`src/hw/nes_mem_pkg.sv`:
```
//**********************************************************************
// shared constants and types of the NES memory bridge
// imported by every bridge module and by the testbench
//**********************************************************************
`default_nettype none

package nes_mem_pkg;

    localparam int ADDR_W      = 22;    // byte address into the 4 MB map
    localparam int WORD_AW     = 16;    // backend word address bits, higher bits alias
    localparam int TEST_WORDS  = 8;     // self-test length in words
    localparam int TEST_IDX_W  = $clog2(TEST_WORDS);
    localparam int INIT_CYCLES = 16;    // backend init stand-in
    localparam int APB_AW      = 5;     // one bit past 0xc so the 0x10 hole is reachable

    // memory map, PRG ROM starts at 0
    localparam logic [ADDR_W-1:0] PRG_ROM_END  = 22'h1f_ffff;
    localparam logic [ADDR_W-1:0] CHR_ROM_END  = 22'h37_ffff;
    localparam logic [ADDR_W-1:0] INT_RAM_BASE = 22'h38_0000;
    localparam logic [ADDR_W-1:0] INT_RAM_END  = 22'h38_07ff;
    localparam logic [ADDR_W-1:0] PRG_RAM_BASE = 22'h3c_0000;
    localparam logic [ADDR_W-1:0] PRG_RAM_END  = 22'h3d_ffff;
    localparam logic [ADDR_W-1:0] TEST_BASE    = 22'h38_0000;   // self-test window

    // apb register offsets
    localparam logic [APB_AW-1:0] REG_STATUS   = 5'h0;   // busy, fails, test/init done
    localparam logic [APB_AW-1:0] REG_WRITTEN  = 5'h4;
    localparam logic [APB_AW-1:0] REG_UNMAPPED = 5'h8;
    localparam logic [APB_AW-1:0] REG_CTRL     = 5'hc;   // bit 0 starts a retest

    typedef enum logic [1:0] {NOP, READ, WRITE, REFRESH} mem_op_t;

    typedef enum logic [2:0] {PRG_ROM, CHR_ROM, INT_RAM, PRG_RAM, UNMAPPED} region_t;

    typedef enum logic [2:0] {
        S_INIT, S_TEST_WR, S_TEST_RD, S_NORMAL, S_WAIT
    } seq_state_t;

    // decode to execute
    typedef struct packed {
        mem_op_t           op;
        logic [ADDR_W-1:0] addr;
        logic [7:0]        wdata;
        logic              to_a;      // read lands on dout_a
        logic              to_b;
    } mem_req_t;

    // execute to result
    typedef struct packed {
        logic        done;            // one cycle per request
        logic [15:0] rdata;
        logic        was_a;
        logic        was_b;
        logic        unmapped;        // no memory access took place
        logic        was_write;
    } mem_rsp_t;

    typedef struct packed {
        logic              psel;
        logic              penable;
        logic              pwrite;
        logic [APB_AW-1:0] paddr;
        logic [31:0]       pwdata;
    } apb_req_t;

endpackage

`default_nettype wire

```
`src/hw/mem_sequencer.sv`:
```
//**********************************************************************
// execute stage, waits for backend init, runs the read/write self-test
// then issues one backend operation per decoded request
//**********************************************************************
`timescale 1ns/1ps
`default_nettype none

module mem_sequencer (
    input  wire                               clk,
    input  wire                               resetn,
    input  wire nes_mem_pkg::mem_req_t        req,
    input  wire nes_mem_pkg::region_t         region,
    input  wire                               retest,
    output logic                              accept_ok,
    output logic                              mem_rd,
    output logic                              mem_wr,
    output logic                              mem_refresh,
    output logic [nes_mem_pkg::WORD_AW-1:0]   mem_addr,
    output logic [15:0]                       mem_wdata,
    input  wire [15:0]                        mem_rdata,
    input  wire                               mem_data_ready,
    input  wire                               mem_busy,
    output nes_mem_pkg::mem_rsp_t             rsp,
    output logic                              init_done,
    output logic                              test_done,
    output logic                              fail_low,
    output logic                              fail_high
);
    import nes_mem_pkg::*;

    seq_state_t            state;
    logic [TEST_IDX_W-1:0] idx;             // self-test word
    logic                  retest_pend;
    mem_op_t               cur_op;
    logic                  cur_unmapped;
    logic [7:0]            pat;             // expected low byte, high byte is its complement
    logic                  op_end;
    logic                  last_idx;

    assign pat      = 8'(idx) ^ 8'ha5;
    assign last_idx = (idx == TEST_IDX_W'(TEST_WORDS - 1));
    // closed while a request or its completion is in flight
    assign accept_ok = (state == S_NORMAL) & (req.op == NOP) & ~rsp.done & ~retest_pend;
    // reads end on data_ready, the others when the backend drops busy
    assign op_end = cur_unmapped | ((cur_op == READ) ? mem_data_ready : ~mem_busy);

    always_ff @(posedge clk) begin
        if (!resetn) begin
            state        <= S_INIT;
            idx          <= '0;
            retest_pend  <= 1'b0;
            cur_op       <= NOP;
            cur_unmapped <= 1'b0;
            mem_rd       <= 1'b0;
            mem_wr       <= 1'b0;
            mem_refresh  <= 1'b0;
            rsp          <= '0;
            init_done    <= 1'b0;
            test_done    <= 1'b0;
            fail_low     <= 1'b0;
            fail_high    <= 1'b0;
        end else begin
            mem_rd      <= 1'b0;        // strobes are single cycle
            mem_wr      <= 1'b0;
            mem_refresh <= 1'b0;
            rsp.done    <= 1'b0;
            case (state)
                S_INIT: if (!mem_busy) begin
                    init_done <= 1'b1;
                    state     <= S_TEST_WR;
                end
                S_TEST_WR: if (!mem_busy) begin
                    mem_wr    <= 1'b1;
                    mem_addr  <= TEST_BASE[WORD_AW-1:0] + WORD_AW'(idx);
                    mem_wdata <= {~pat, pat};
                    idx       <= idx + 1'b1;          // wraps to 0 for the read pass
                    if (last_idx)
                        state <= S_TEST_RD;
                end
                S_TEST_RD: if (mem_data_ready) begin
                    if (mem_rdata[7:0] != pat)
                        fail_low <= 1'b1;
                    if (mem_rdata[15:8] != ~pat)
                        fail_high <= 1'b1;
                    idx <= idx + 1'b1;
                    if (last_idx) begin
                        state     <= S_NORMAL;
                        test_done <= ~retest_pend;
                        rsp       <= mem_rsp_t'{done: 1'b1, default: '0};   // lets busy fall
                    end
                end else if (!mem_busy) begin
                    mem_rd   <= 1'b1;
                    mem_addr <= TEST_BASE[WORD_AW-1:0] + WORD_AW'(idx);
                end
                S_NORMAL: if (req.op != NOP) begin
                    cur_op       <= req.op;
                    cur_unmapped <= (region == UNMAPPED) & (req.op != REFRESH);
                    mem_rd       <= (req.op == READ) & (region != UNMAPPED);
                    mem_wr       <= (req.op == WRITE) & (region != UNMAPPED);
                    mem_refresh  <= (req.op == REFRESH);
                    mem_addr     <= req.addr[WORD_AW-1:0];   // aliases on the low bits
                    mem_wdata    <= {req.wdata, req.wdata};  // byte on both lanes
                    state        <= S_WAIT;
                end else if (retest_pend) begin
                    retest_pend <= 1'b0;
                    fail_low    <= 1'b0;
                    fail_high   <= 1'b0;
                    idx         <= '0;
                    state       <= S_TEST_WR;
                end
                S_WAIT: if (op_end) begin
                    rsp.done      <= 1'b1;
                    rsp.rdata     <= mem_rdata;
                    rsp.was_a     <= req.to_a;
                    rsp.was_b     <= req.to_b;
                    rsp.unmapped  <= cur_unmapped;
                    rsp.was_write <= (cur_op == WRITE);
                    state         <= S_NORMAL;
                end
                default: state <= S_INIT;
            endcase
            // retest waits for the current op, busy stays up from here on
            if (retest) begin
                retest_pend <= 1'b1;
                test_done   <= 1'b0;
            end
        end
    end

endmodule

`default_nettype wire

```
`config.mk`:
```
export PLATFORM = sky130hd
export DESIGN_NAME = mem_sequencer
export DESIGN_NICKNAME = d
export VERILOG_FILES = /design/src/hw/nes_mem_pkg.sv /design/src/hw/mem_sequencer.sv
export SDC_FILE = /design/constraint.sdc
export NUM_CORES = 1
export LEC_CHECK = 0
export BUFFER_PORTS_ARGS = -buffer_cell sky130_fd_sc_hd__buf_2
export CAP_MARGIN = 20
export CELL_PAD_IN_SITES_DETAIL_PLACEMENT = 0
export CELL_PAD_IN_SITES_GLOBAL_PLACEMENT = 1
export CORE_MARGIN = 10
export CORE_UTILIZATION = 40
export CTS_BUF_LIST = sky130_fd_sc_hd__clkbuf_2
export CTS_CLUSTER_DIAMETER = 150
export DETAILED_ROUTE_END_ITERATION = 12
export PLACE_DENSITY = 0.84
export SYNTH_ARGS = -nofsm -noshare
export SYNTH_HDL_FRONTEND = slang
export SYNTH_SLANG_ARGS = --single-unit
```
`constraint.sdc`:
```
create_clock -name clk -period 4.99 [get_ports clk]
set_input_delay 0.2495 -clock clk [delete_from_list [all_inputs] [get_ports clk]]
set_output_delay 0.2495 -clock clk [all_outputs]
set_load 0.05 [all_outputs]
```
==> results.md, run 1 <==
* Status: finished, final reports clean
* Syn_area_per_cell at 9.94 µm²
* Via count at 2690
* Setup Buffers After CTS at 0
* CP max stage cell: dfxtp_1
* Leak at 1.73 nW
* Initial antenna violation count at 0
* CTS buffer count at 9
* Cells after Synth at 297
* Kind of end point of the critical path: primary output
* WHS at 45.8 ps
* Most frequent cells in the layout: 112 x buf_2, 46 x nand2_1, 40 x dlygate4sd3_1
* CP startpoint: state[0]
* Peak supply drop at 0.154 mV
* EDFF count, synth at 32
* Worst EP arrival at 2010 ps
* Critical path class: flip-flop to primary output
* Largest stage delay, worst path at 720 ps
* Initial core utilization at 0.409
* Critical Path Start Type: flip-flop
* Cts hold-fix bufs at 32
* IO buf count at 112
* CTS tree: yes
* Top Family by Delay on Critical Path: flip-flops
* Dpl ws at 2890 ps
* Hold_sp: req[24]
* Worst-path maximum fanout at 17
* Netlist cell types at 44
* Post-route ant nets at 0
* Htree depth at 3
* Ys flop type: dfxtp_1
* Top-area cell type share of the netlist area at 0.326
* Pins Over Slew Limit at 0
* #FFs+latches synth at 70
* Worst-margin pin slew at 1030 ps
* Final WS setup at 2730 ps
* Core Footprint at 0.00721 mm²
* Chip Width at 106 µm
* Clock Path Buffers at 2
* # Max-Cap Violations at 0
* Routed WL per cell at 15.4 µm
* Area Growth Syn to Fin at 40.4%
* Gp weighted congestion at 0.780
* Synth area leaders: edfxtp_1 33%, dfxtp_1 26%, nand2_1 5.8%, a21oi_1 5.3%, nand3_1 4.2%
* Synth Cell Area at 0.00295 mm²
* RSZ-0062 raised after global routing: false
* Vias per Instance at 4.90
* Design Area, Final at 0.00414 mm²
* Top Ports at 119
* Layout cells sized above 1 at 0.311
* TritonRoute pass-1 iters at 4
* WL final at 8.44 mm
* Hold WC Path Type: primary input to flip-flop
* YS warnings at 0
* Number of global-route vias before repair at 2641
* Root Buffer: clkbuf_2
* Seq/Total Area, Yosys at 0.583
* CP required at 4740 ps
* Clock Sinks at 70
* First-pass GRT wire length at 13.1 mm
* Most common cell after layout, fill and taps aside: buf_2
* Post-CTS Resized at 0
* Total power at 0.00116 W
* Syn Nets at 357
* Fraction of registers with async set/reset at 0
* Drt drc at 0
* Final Hold Viols at 0
* Nets at 505
* Crit share post-route at 0.454
* Total GRT Usage at 0.143
* Fin Clk Skew at 16.1 ps
* Critical-path cell list: and3b_1 > nand2_1 > nor3_1 > buf_2
* Antenna Diode Count at 0
* Die area at 0.0112 mm²
* Clock-pin transition on the worst setup and hold timing paths at 190 ps
* Power Density at 279 mW/mm²
* Row count at 31
* Dominant cell type by area after synthesis: edfxtp_1
* Worst slew margin at 0.314
* Setup TNS at 0 ps
* R2R Path Start: idx[1]
* DRT iter0 DRCs at 153
* Dpl hpwl at 5.65 mm
* Latest clock arrival within the worst-skew pair at 480 ps
* Post-Place Cell Area at 0.00358 mm²
* Die H at 106 µm
* # setup viols final at 0
* Final global-route overflow total at 0
* Fin crit period at 2260 ps
* Largest net degree at the start of global routing at 37
* F_max at 442 MHz
* Worst Path Buf+Inv at 1
==> stage by stage <==
step           instances  utilization
2_1_floorplan        297            -
3_3_place_gp         493        0.497
3_5_place_dp         493        0.497
4_1_cts              541        0.563
5_1_grt              549        0.574
6_report             549        0.574
==> layout make-up <==
type / count / area, µm²
fill: 642 / 3070
tap: 99 / 124
multi-input combinational: 205 / 1130
inverter: 3 / 11.3
sequential: 70 / 1720
timing repair buffer: 156 / 991
clock buffer: 10 / 50.0
clock inverter: 6 / 110
==> Yosys cell counts (all sizes together) (6+ instances only) <==
cell type / number
dfxtp: 38
o21ai: 10
buf: 10
nor2: 17
nor3: 6
nand2b: 9
nand2: 47
nand3: 25
and2: 18
edfxtp: 32
clkbuf: 9
a21oi: 32
==> registers in the layout, indices dropped and copies added (netlist names) <==
name          flops
state             3
mem_wdata        16
mem_wr            1
rsp              21
idx               3
mem_rd            1
test_done         1
cur_unmapped      1
fail_low          1
fail_high         1
retest_pend       1
mem_refresh       1
mem_addr         16
cur_op            2
init_done         1
==> logic make-up (layout without fill, tap and decap cells) <==
group / after synthesis / in the layout / share of synthesized area
flops: 70 / 70 / 0.583
fa+ha+maj: 2 / 2 / 0.00848
buf+inv: 22 / 175 / 0.0322
compound gates: 54 / 54 / 0.106
simple gates: 140 / 140 / 0.241
xor+xnor: 6 / 6 / 0.0178
mux: 3 / 3 / 0.0119
==> path summary, 6_finish.rpt <==
check | end | slack [ps] | cells past startpoint
worst max-delay path | accept_ok | 2730 | 4
worst min register to register | rsp[3] | 480 | 2
worst min-delay path | mem_addr[14] | 50 | 2
worst max register to register | test_done | 2840 | 6
==> where the power goes <==
group / leakage (nW) / internal (W) / total, W / switching, W
Clock: 0.0881 / 0.000217 / 0.000418 / 0.000201
Combinational: 1.05 / 0.0000528 / 0.000120 / 0.0000667
Sequential: 0.592 / 0.000608 / 0.000618 / 0.00000950
==> worst reg2reg max path: stages (launching register included) <==
cell     delay (ps)
dfxtp_1         520
ha_1            220
ha_1            230
nand3_1         640
nor2_1          270
a21oi_1          60
nor3_1          150
==> routing by layer <==
layer / wire [µm] / vias up / track usage
met3: 840 / 13 / 0.0616
met5: 0 / - / 0
met4: 123 / 0 / 0.0580
met2: 3790 / 120 / 0.216
li1: - / 1336 / -
met1: 3690 / 1221 / 0.175
Power figures use the tool's default switching activity.
==> run 2, diff against run 1 <==
- ABC_AREA: unset -> 1
- CORE_UTILIZATION: 40 -> 36
- PLACE_DENSITY: 0.84 -> 0.78
- clock period: 4.99 -> 2.3 ns (I/O delays scaled with it)
==> results.md, run 2 <==
* Internal power at 0.00231 W (was 0.000878 W)
* Clock-pin transition on the worst setup and hold timing paths at 220 ps (was 190 ps)
* Most common cell after layout, fill and taps aside: buf_2 (unchanged)
* Core Footprint at 0.00818 mm² (was 0.00721 mm²)
* DRT iter0 DRCs at 227 (was 153)
* Status: finished, final reports clean (unchanged)
* Compound-cell area share of the yosys netlist at 0.0809 (was 0.106)
* Worst setup endpoint: accept_ok (unchanged)
* #FFs+latches synth at 70 (unchanged)
* Routed WL per cell at 14.1 µm (was 15.4 µm)
* Root Buffer: clkbuf_2 (unchanged)
* YS warnings at 0 (unchanged)
* Seq/Total Area, Yosys at 0.574 (was 0.583)
* Latest clock arrival within the worst-skew pair at 510 ps (was 480 ps)
* Area Growth Syn to Fin at 44.3% (was 40.4%)
* Number of global-route vias before repair at 2984 (was 2641)
* RSZ-0062 raised after global routing: false (unchanged)
* Crit Reg-Reg Endpoint: test_done (unchanged)
* Syn_area_per_cell at 8.50 µm² (was 9.94 µm²)
* Drt drc at 0 (unchanged)
* Largest family of logic cells by synthesized area: simple AND/OR/NAND/NOR gates (unchanged)
* Via count at 2921 (was 2690)
* Clock Sinks at 70 (unchanged)
* CP startpoint: state[0] (unchanged)
* Kind of end point of the critical path: primary output (unchanged)
* Crit share post-route at 0.904
* Critical path class: flip-flop to primary output (unchanged)
* Post-synthesis mux area share at 0 (was 0.0119)
* Die H at 111 µm (was 106 µm)
* Post-synthesis xor/xnor area fraction at 0 (was 0.0178)
* Biggest register: rsp (unchanged)
* TritonRoute pass-1 iters at 4 (unchanged)
* Power Density at 864 mW/mm² (was 279 mW/mm²)
* Worst EP arrival at 1960 ps (was 2010 ps)
* Dominant cell type by area after synthesis: edfxtp_1 (unchanged)
* Post-synth top cells: 72 x nand2_1, 56 x nor2_1, 40 x inv_1 (was 46 x nand2_1, 38 x dfxtp_1, 32 x edfxtp_1)
* Layout cells sized above 1 at 0.287 (was 0.311)
* Die area at 0.0124 mm² (was 0.0112 mm²)
* Synth area leaders: edfxtp_1 32%, dfxtp_1 25%, nand2_1 9.0%, nor2_1 7.0%, a21oi_1 5.3% (was edfxtp_1 33%, dfxtp_1 26%, nand2_1 5.8%, a21oi_1 5.3%, nand3_1 4.2%)
* CP required at 2180 ps (was 4740 ps)
* Max FFs per register at 21 (unchanged)
* Ys flop type: dfxtp_1 (unchanged)
* Peak supply drop at 0.373 mV (was 0.154 mV)
* F_max at 481 MHz
* Fin crit period at 2080 ps
* CTS buffer count at 9 (unchanged)
* Most frequent cells in the layout: 112 x buf_2, 72 x nand2_1, 56 x nor2_1 (was 112 x buf_2, 46 x nand2_1, 40 x dlygate4sd3_1)
* Sequential share of power at 0.423 (was 0.535)
* Cells after Synth at 353 (was 297)
* R2R Path Start: idx[0] (was idx[1])
* Pins Over Slew Limit at 0 (unchanged)
* Dpl ws at 242 ps (was 2890 ps)
* Setup TNS at 0 ps (unchanged)
* Synth Cell Area at 0.00300 mm² (was 0.00295 mm²)
* Cell with the most instances after synthesis: nand2_1 (unchanged)
* Worst-path maximum fanout at 20 (was 17)
* Worst-margin pin slew at 469 ps (was 1030 ps)
* Adder-Cell Fraction of Synth Area at 0.00834 (was 0.00848)
* Placed insts at 561 (was 493)
* Vias per Instance at 4.65 (was 4.90)
* IO buf count at 112 (unchanged)
* Hold WC Path Type: primary input to flip-flop (unchanged)
* Comb power frac at 0.326 (was 0.103)
* Syn Nets at 413 (was 357)
* Critical Path Start Type: flip-flop (unchanged)
* FF-to-FF path depth at 6 (unchanged)
* EDFF count, synth at 32 (unchanged)
* Clock group share of total power at 0.251 (was 0.362)
* Setup Buffers After CTS at 0 (unchanged)
* Gp weighted congestion at 0.825 (was 0.780)
* Row count at 33 (was 31)
* Netlist cell types at 28 (was 44)
* Utilization after layout at 0.530 (was 0.574)
* CTS tree: yes (unchanged)
* Dpl hpwl at 6.31 mm (was 5.65 mm)
* Htree depth at 3 (unchanged)
* # setup viols final at 0 (unchanged)
* Nets at 578 (was 505)
* Final Hold Viols at 0 (unchanged)
* Antenna Diode Count at 0 (unchanged)
* WHS at 49.0 ps (was 45.8 ps)
* Fraction of registers with async set/reset at 0 (unchanged)
* Leading registers by flop count: rsp (21), mem_addr (16), mem_wdata (16) (unchanged)
* Post-route ant nets at 0 (unchanged)
* # Max-Cap Violations at 0 (unchanged)
* Final global-route overflow total at 0 (unchanged)
* Worst reg2reg setup slack at 390 ps (was 2840 ps)
* Top-area cell type share of the netlist area at 0.320 (was 0.326)
* Finished Layout Cells at 628 (was 549)
* Total GRT Usage at 0.140 (was 0.143)
* Clock Path Buffers at 2 (unchanged)
* WL final at 8.88 mm (was 8.44 mm)
* Worst slew margin at 0.687 (was 0.314)
* Top Ports at 119 (unchanged)
* Largest net degree at the start of global routing at 28 (was 37)
* Initial core utilization at 0.367 (was 0.409)
* Final WS setup at 220 ps (was 2730 ps)
* Sw Pwr at 0.00143 W (was 0.000278 W)
* Leak at 1.98 nW (was 1.73 nW)
* Chip Width at 111 µm (was 106 µm)
* Synth Area in Simple Gates at 0.251 (was 0.241)
* First-pass GRT wire length at 14.5 mm (was 13.1 mm)
* Switch share at 0.383 (was 0.240)
* Initial antenna violation count at 0 (unchanged)
* Fin Clk Skew at 30.7 ps (was 16.1 ps)
==> run 2: changes by cell type after synthesis, sizes merged, moves of 4 or more <==
| cell | before | now |
|---|---|---|
| nor2 | 17 | 60 |
| inv | 3 | 44 |
| nand2 | 47 | 74 |
| and2 | 18 | 0 |
| nand2b | 9 | 0 |
| nand3 | 25 | 30 |
| clkbuf | 9 | 5 |
==> run 2: cell families (layout without fill, tap and decap cells) <==
logic type      Yosys count  after routing
simple gates            177            177
buf+inv                  58            228
compound gates           46             46
fa+ha+maj                 2              2
flops                    70             70
==> run 2: power groups by stage <==
stage / sequential [W] / combinational [W] / clock (W)
finish: 0.00158 / 0.00122 / 0.000940
global route: 0.00160 / 0.00133 / 0.00102
CTS: 0.00158 / 0.00122 / 0.000960
detailed placement: 0.00161 / 0.00115 / 0
global placement: 0.00160 / 0.00114 / 0
floorplan: 0.00198 / 0.000472 / 0
==> run 2: worst min-delay path by stage <==
stage	from	to	slack [ps]	cells past startpoint
2_1_floorplan	req[32]	mem_refresh	260	2
3_3_place_gp	req[1]	rsp[3]	390	3
3_5_place_dp	req[0]	rsp[2]	390	3
4_1_cts	mem_data_ready	mem_rd	10	6
5_1_grt	mem_data_ready	mem_rd	40	6
6_report	region[0]	mem_rd	50	5
==> run 2: repair_timing <==
item / in CTS / in global routing
endpoints found under the setup margin: 0 / 1
hold endpoints to repair: 64 / 0
hold buffers: 50 / 0
gates resized for setup: 0 / 2
==> run 2: per-stage QoR <==
step	power [W]	cell area (µm²)
floorplan	0.00245	3010
CTS	0.00376	4320
finish	0.00374	4330
global placement	0.00274	3650
detailed placement	0.00276	3650
global route	0.00396	4330
==> run 2: cell type report <==
type | count | area, µm²
inverter | 44 | 165
timing repair buffer | 168 | 1110
multi-input combinational | 225 | 1030
clock buffer | 9 | 45.0
fill | 782 | 3850
clock inverter | 7 | 123
tap | 105 | 131
sequential | 70 | 1720
==> run 2: critical path, cell delays in order (launching register included) <==
cell and delay, ps:
dfxtp_2 430, nand2_1 80, nor2_2 100, buf_4 260, nand3_1 190, nor2_1 120, buf_2 270
==> run 2: metal layers <==
metal | GRT usage | up-vias | wire length (µm)
met5 | 0 | - | 0
met4 | 0.0506 | 0 | 174
met3 | 0.0498 | 13 | 663
met2 | 0.226 | 97 | 4120
met1 | 0.169 | 1331 | 3930
li1 | - | 1480 | -
==> run 3, diff against run 2 <==
- CORE_UTILIZATION: 36 -> 34
- CTS_BUF_LIST: sky130_fd_sc_hd__clkbuf_2 -> unset
- PLACE_DENSITY: 0.78 -> 0.74
- clock period: 2.3 -> 2 ns (I/O delays scaled with it)
==> results.md, run 3 (synthesis results as in run 2) <==
* Pins Over Slew Limit at 0 (unchanged)
* CTS buffer count at 9 (unchanged)
* Status: finished, final reports clean (unchanged)
* First-pass GRT wire length at 13.4 mm (was 14.5 mm)
* Layout fillers at 907 (was 782)
* Critical path class: flip-flop to primary output (unchanged)
* Latest clock arrival within the worst-skew pair at 340 ps (was 510 ps)
* Worst EP arrival at 1690 ps (was 1960 ps)
* Crit Reg-Reg Endpoint: rsp[6] (was test_done)
* Leak at 1.81 nW (was 1.98 nW)
* FF-to-FF path depth at 7 (was 6)
* Final WS setup at 210 ps (was 220 ps)
* Row count at 34 (was 33)
* Die area at 0.0130 mm² (was 0.0124 mm²)
* Largest net degree at the start of global routing at 27 (was 28)
* TritonRoute pass-1 iters at 4 (unchanged)
* Layout cells sized above 1 at 0.320 (was 0.287)
* Peak supply drop at 0.356 mV (was 0.373 mV)
* Worst reg2reg setup slack at 380 ps (was 390 ps)
* DRT iter0 DRCs at 144 (was 227)
* Clock-pin transition on the worst setup and hold timing paths at 70 ps (was 220 ps)
* Cts hold-fix bufs at 0 (was 50)
* Worst slew margin at 0.536 (was 0.687)
* Leading registers by flop count: rsp (21), mem_addr (16), mem_wdata (16) (unchanged)
* Core Footprint at 0.00864 mm² (was 0.00818 mm²)
* Initial core utilization at 0.347 (was 0.367)
* Hold WC Path Type: primary input to flip-flop (unchanged)
* Worst-margin pin slew at 696 ps (was 469 ps)
* CP startpoint: state[0] (unchanged)
* Top Ports at 119 (unchanged)
* # setup viols final at 0 (unchanged)
* Dpl hpwl at 6.34 mm (was 6.31 mm)
* RSZ-0062 raised after global routing: false (unchanged)
* Setup Buffers After CTS at 0 (unchanged)
* Gp weighted congestion at 0.801 (was 0.825)
* CTS tree: yes (unchanged)
* Reg area at 0.00172 mm² (about the same)
* WHS at 18.4 ps (was 49.0 ps)
* Post-route ant nets at 0 (unchanged)
* Area Growth Syn to Fin at 29.8% (was 44.3%)
* Antenna Diode Count at 0 (unchanged)
* Worst setup endpoint: accept_ok (unchanged)
* Most common cell after layout, fill and taps aside: buf_2 (unchanged)
* F_max at 559 MHz
* Initial antenna violation count at 0 (unchanged)
* Htree depth at 3 (unchanged)
* Clock Path Buffers at 2 (unchanged)
* # Max-Cap Violations at 0 (unchanged)
* Total GRT Usage at 0.128 (was 0.140)
* Final Hold Viols at 0 (unchanged)
* Nets at 537 (was 578)
* Most frequent cells in the layout: 111 x buf_2, 72 x nand2_1, 56 x nor2_1 (was 112 x buf_2, 72 x nand2_1, 56 x nor2_1)
* Via count at 2720 (was 2921)
* Post-CTS Resized at 0 (unchanged)
* Root Buffer: clkbuf_8 (was clkbuf_2)
* Fin Clk Skew at 8.22 ps (was 30.7 ps)
* R2R Path Start: idx[0] (unchanged)
* Routed WL per cell at 14.2 µm (was 14.1 µm)
* Setup TNS at 0 ps (unchanged)
* Final global-route overflow total at 0 (unchanged)
* Dpl ws at 19.9 ps (was 242 ps)
* Kind of end point of the critical path: primary output (unchanged)
* Clock Sinks at 70 (unchanged)
* CP required at 1900 ps (was 2180 ps)
* Total power at 0.00414 W (was 0.00374 W)
* Drt drc at 0 (unchanged)
* Vias per Instance at 4.61 (was 4.65)
* Worst-path maximum fanout at 20 (unchanged)
* IO buf count at 112 (unchanged)
* Crit share post-route at 0.895
* Power Density at 1060 mW/mm² (was 864 mW/mm²)
* Max FFs per register at 21 (unchanged)
* Utilization after layout at 0.451 (was 0.530)
* Number of global-route vias before repair at 2725 (was 2984)
* Die H at 114 µm (was 111 µm)
* WL final at 8.37 mm (was 8.88 mm)
* Critical Path Start Type: flip-flop (unchanged)
* Chip Width at 114 µm (was 111 µm)
* Multi-input gate area at 0.00103 mm² (unchanged)
* Biggest register: rsp (unchanged)
* Fin crit period at 1790 ps
==> run 3: cell types whose count changed in the layout (fill, tap and decap cells not counted), sizes merged <==
cell	change
buf	+8
clkinvlp	-1
bufinv	-3
clkinv	+2
dlygate4sd3	-50
clkbuf	+3
==> run 3: worst min path at each step <==
stage             from      endpoint  cells after the start
2_1_floorplan  req[32]   mem_refresh                      2
3_3_place_gp    req[9]  mem_wdata[7]                      3
3_5_place_dp    req[9]  mem_wdata[7]                      3
4_1_cts         req[1]        rsp[3]                      3
5_1_grt         req[9]  mem_wdata[7]                      3
6_report        req[0]        rsp[2]                      3
==> run 3: layer usage <==
metal,up-vias,global-route usage,routed length [µm]
met3,12,0.0562,764
met1,1227,0.162,3940
met4,0,0.0468,122
li1,1389,-,-
met5,-,0,0
met2,92,0.189,3540
==> run 3: critical path: stages, from the launching register on <==
cell and delay [ps]:
dfxtp_1 400, nand2_1 90, nor2_2 120, buf_6 210, nand3_1 170, nor2_1 130
clkbuf_4 240
==> run 3: per-stage QoR <==
stage                     std cells  cell area [µm²]
after CTS                       589             3880
after global routing            590             3890
final                           590             3890
after detailed placement        573             3720
after global placement          573             3720
after floorplan                 353             3010
==> run 3: layout make-up <==
cell class | count | share of cell area
Timing Repair Buffer | 127 | 0.175
Multi-Input combinational cell | 225 | 0.265
Sequential cell | 70 | 0.442
Clock buffer | 11 | 0.0337
Tap cell | 108 | 0.0347
Inverter | 44 | 0.0424
Clock inverter | 5 | 0.00675
==> run 3: report_power, final <==
part           leakage, nW  total, W  internal, W  switching, W
Clock               0.0805  0.000956     0.000440      0.000516
Sequential           0.592   0.00180      0.00171     0.0000889
Combinational         1.14   0.00138     0.000373       0.00101
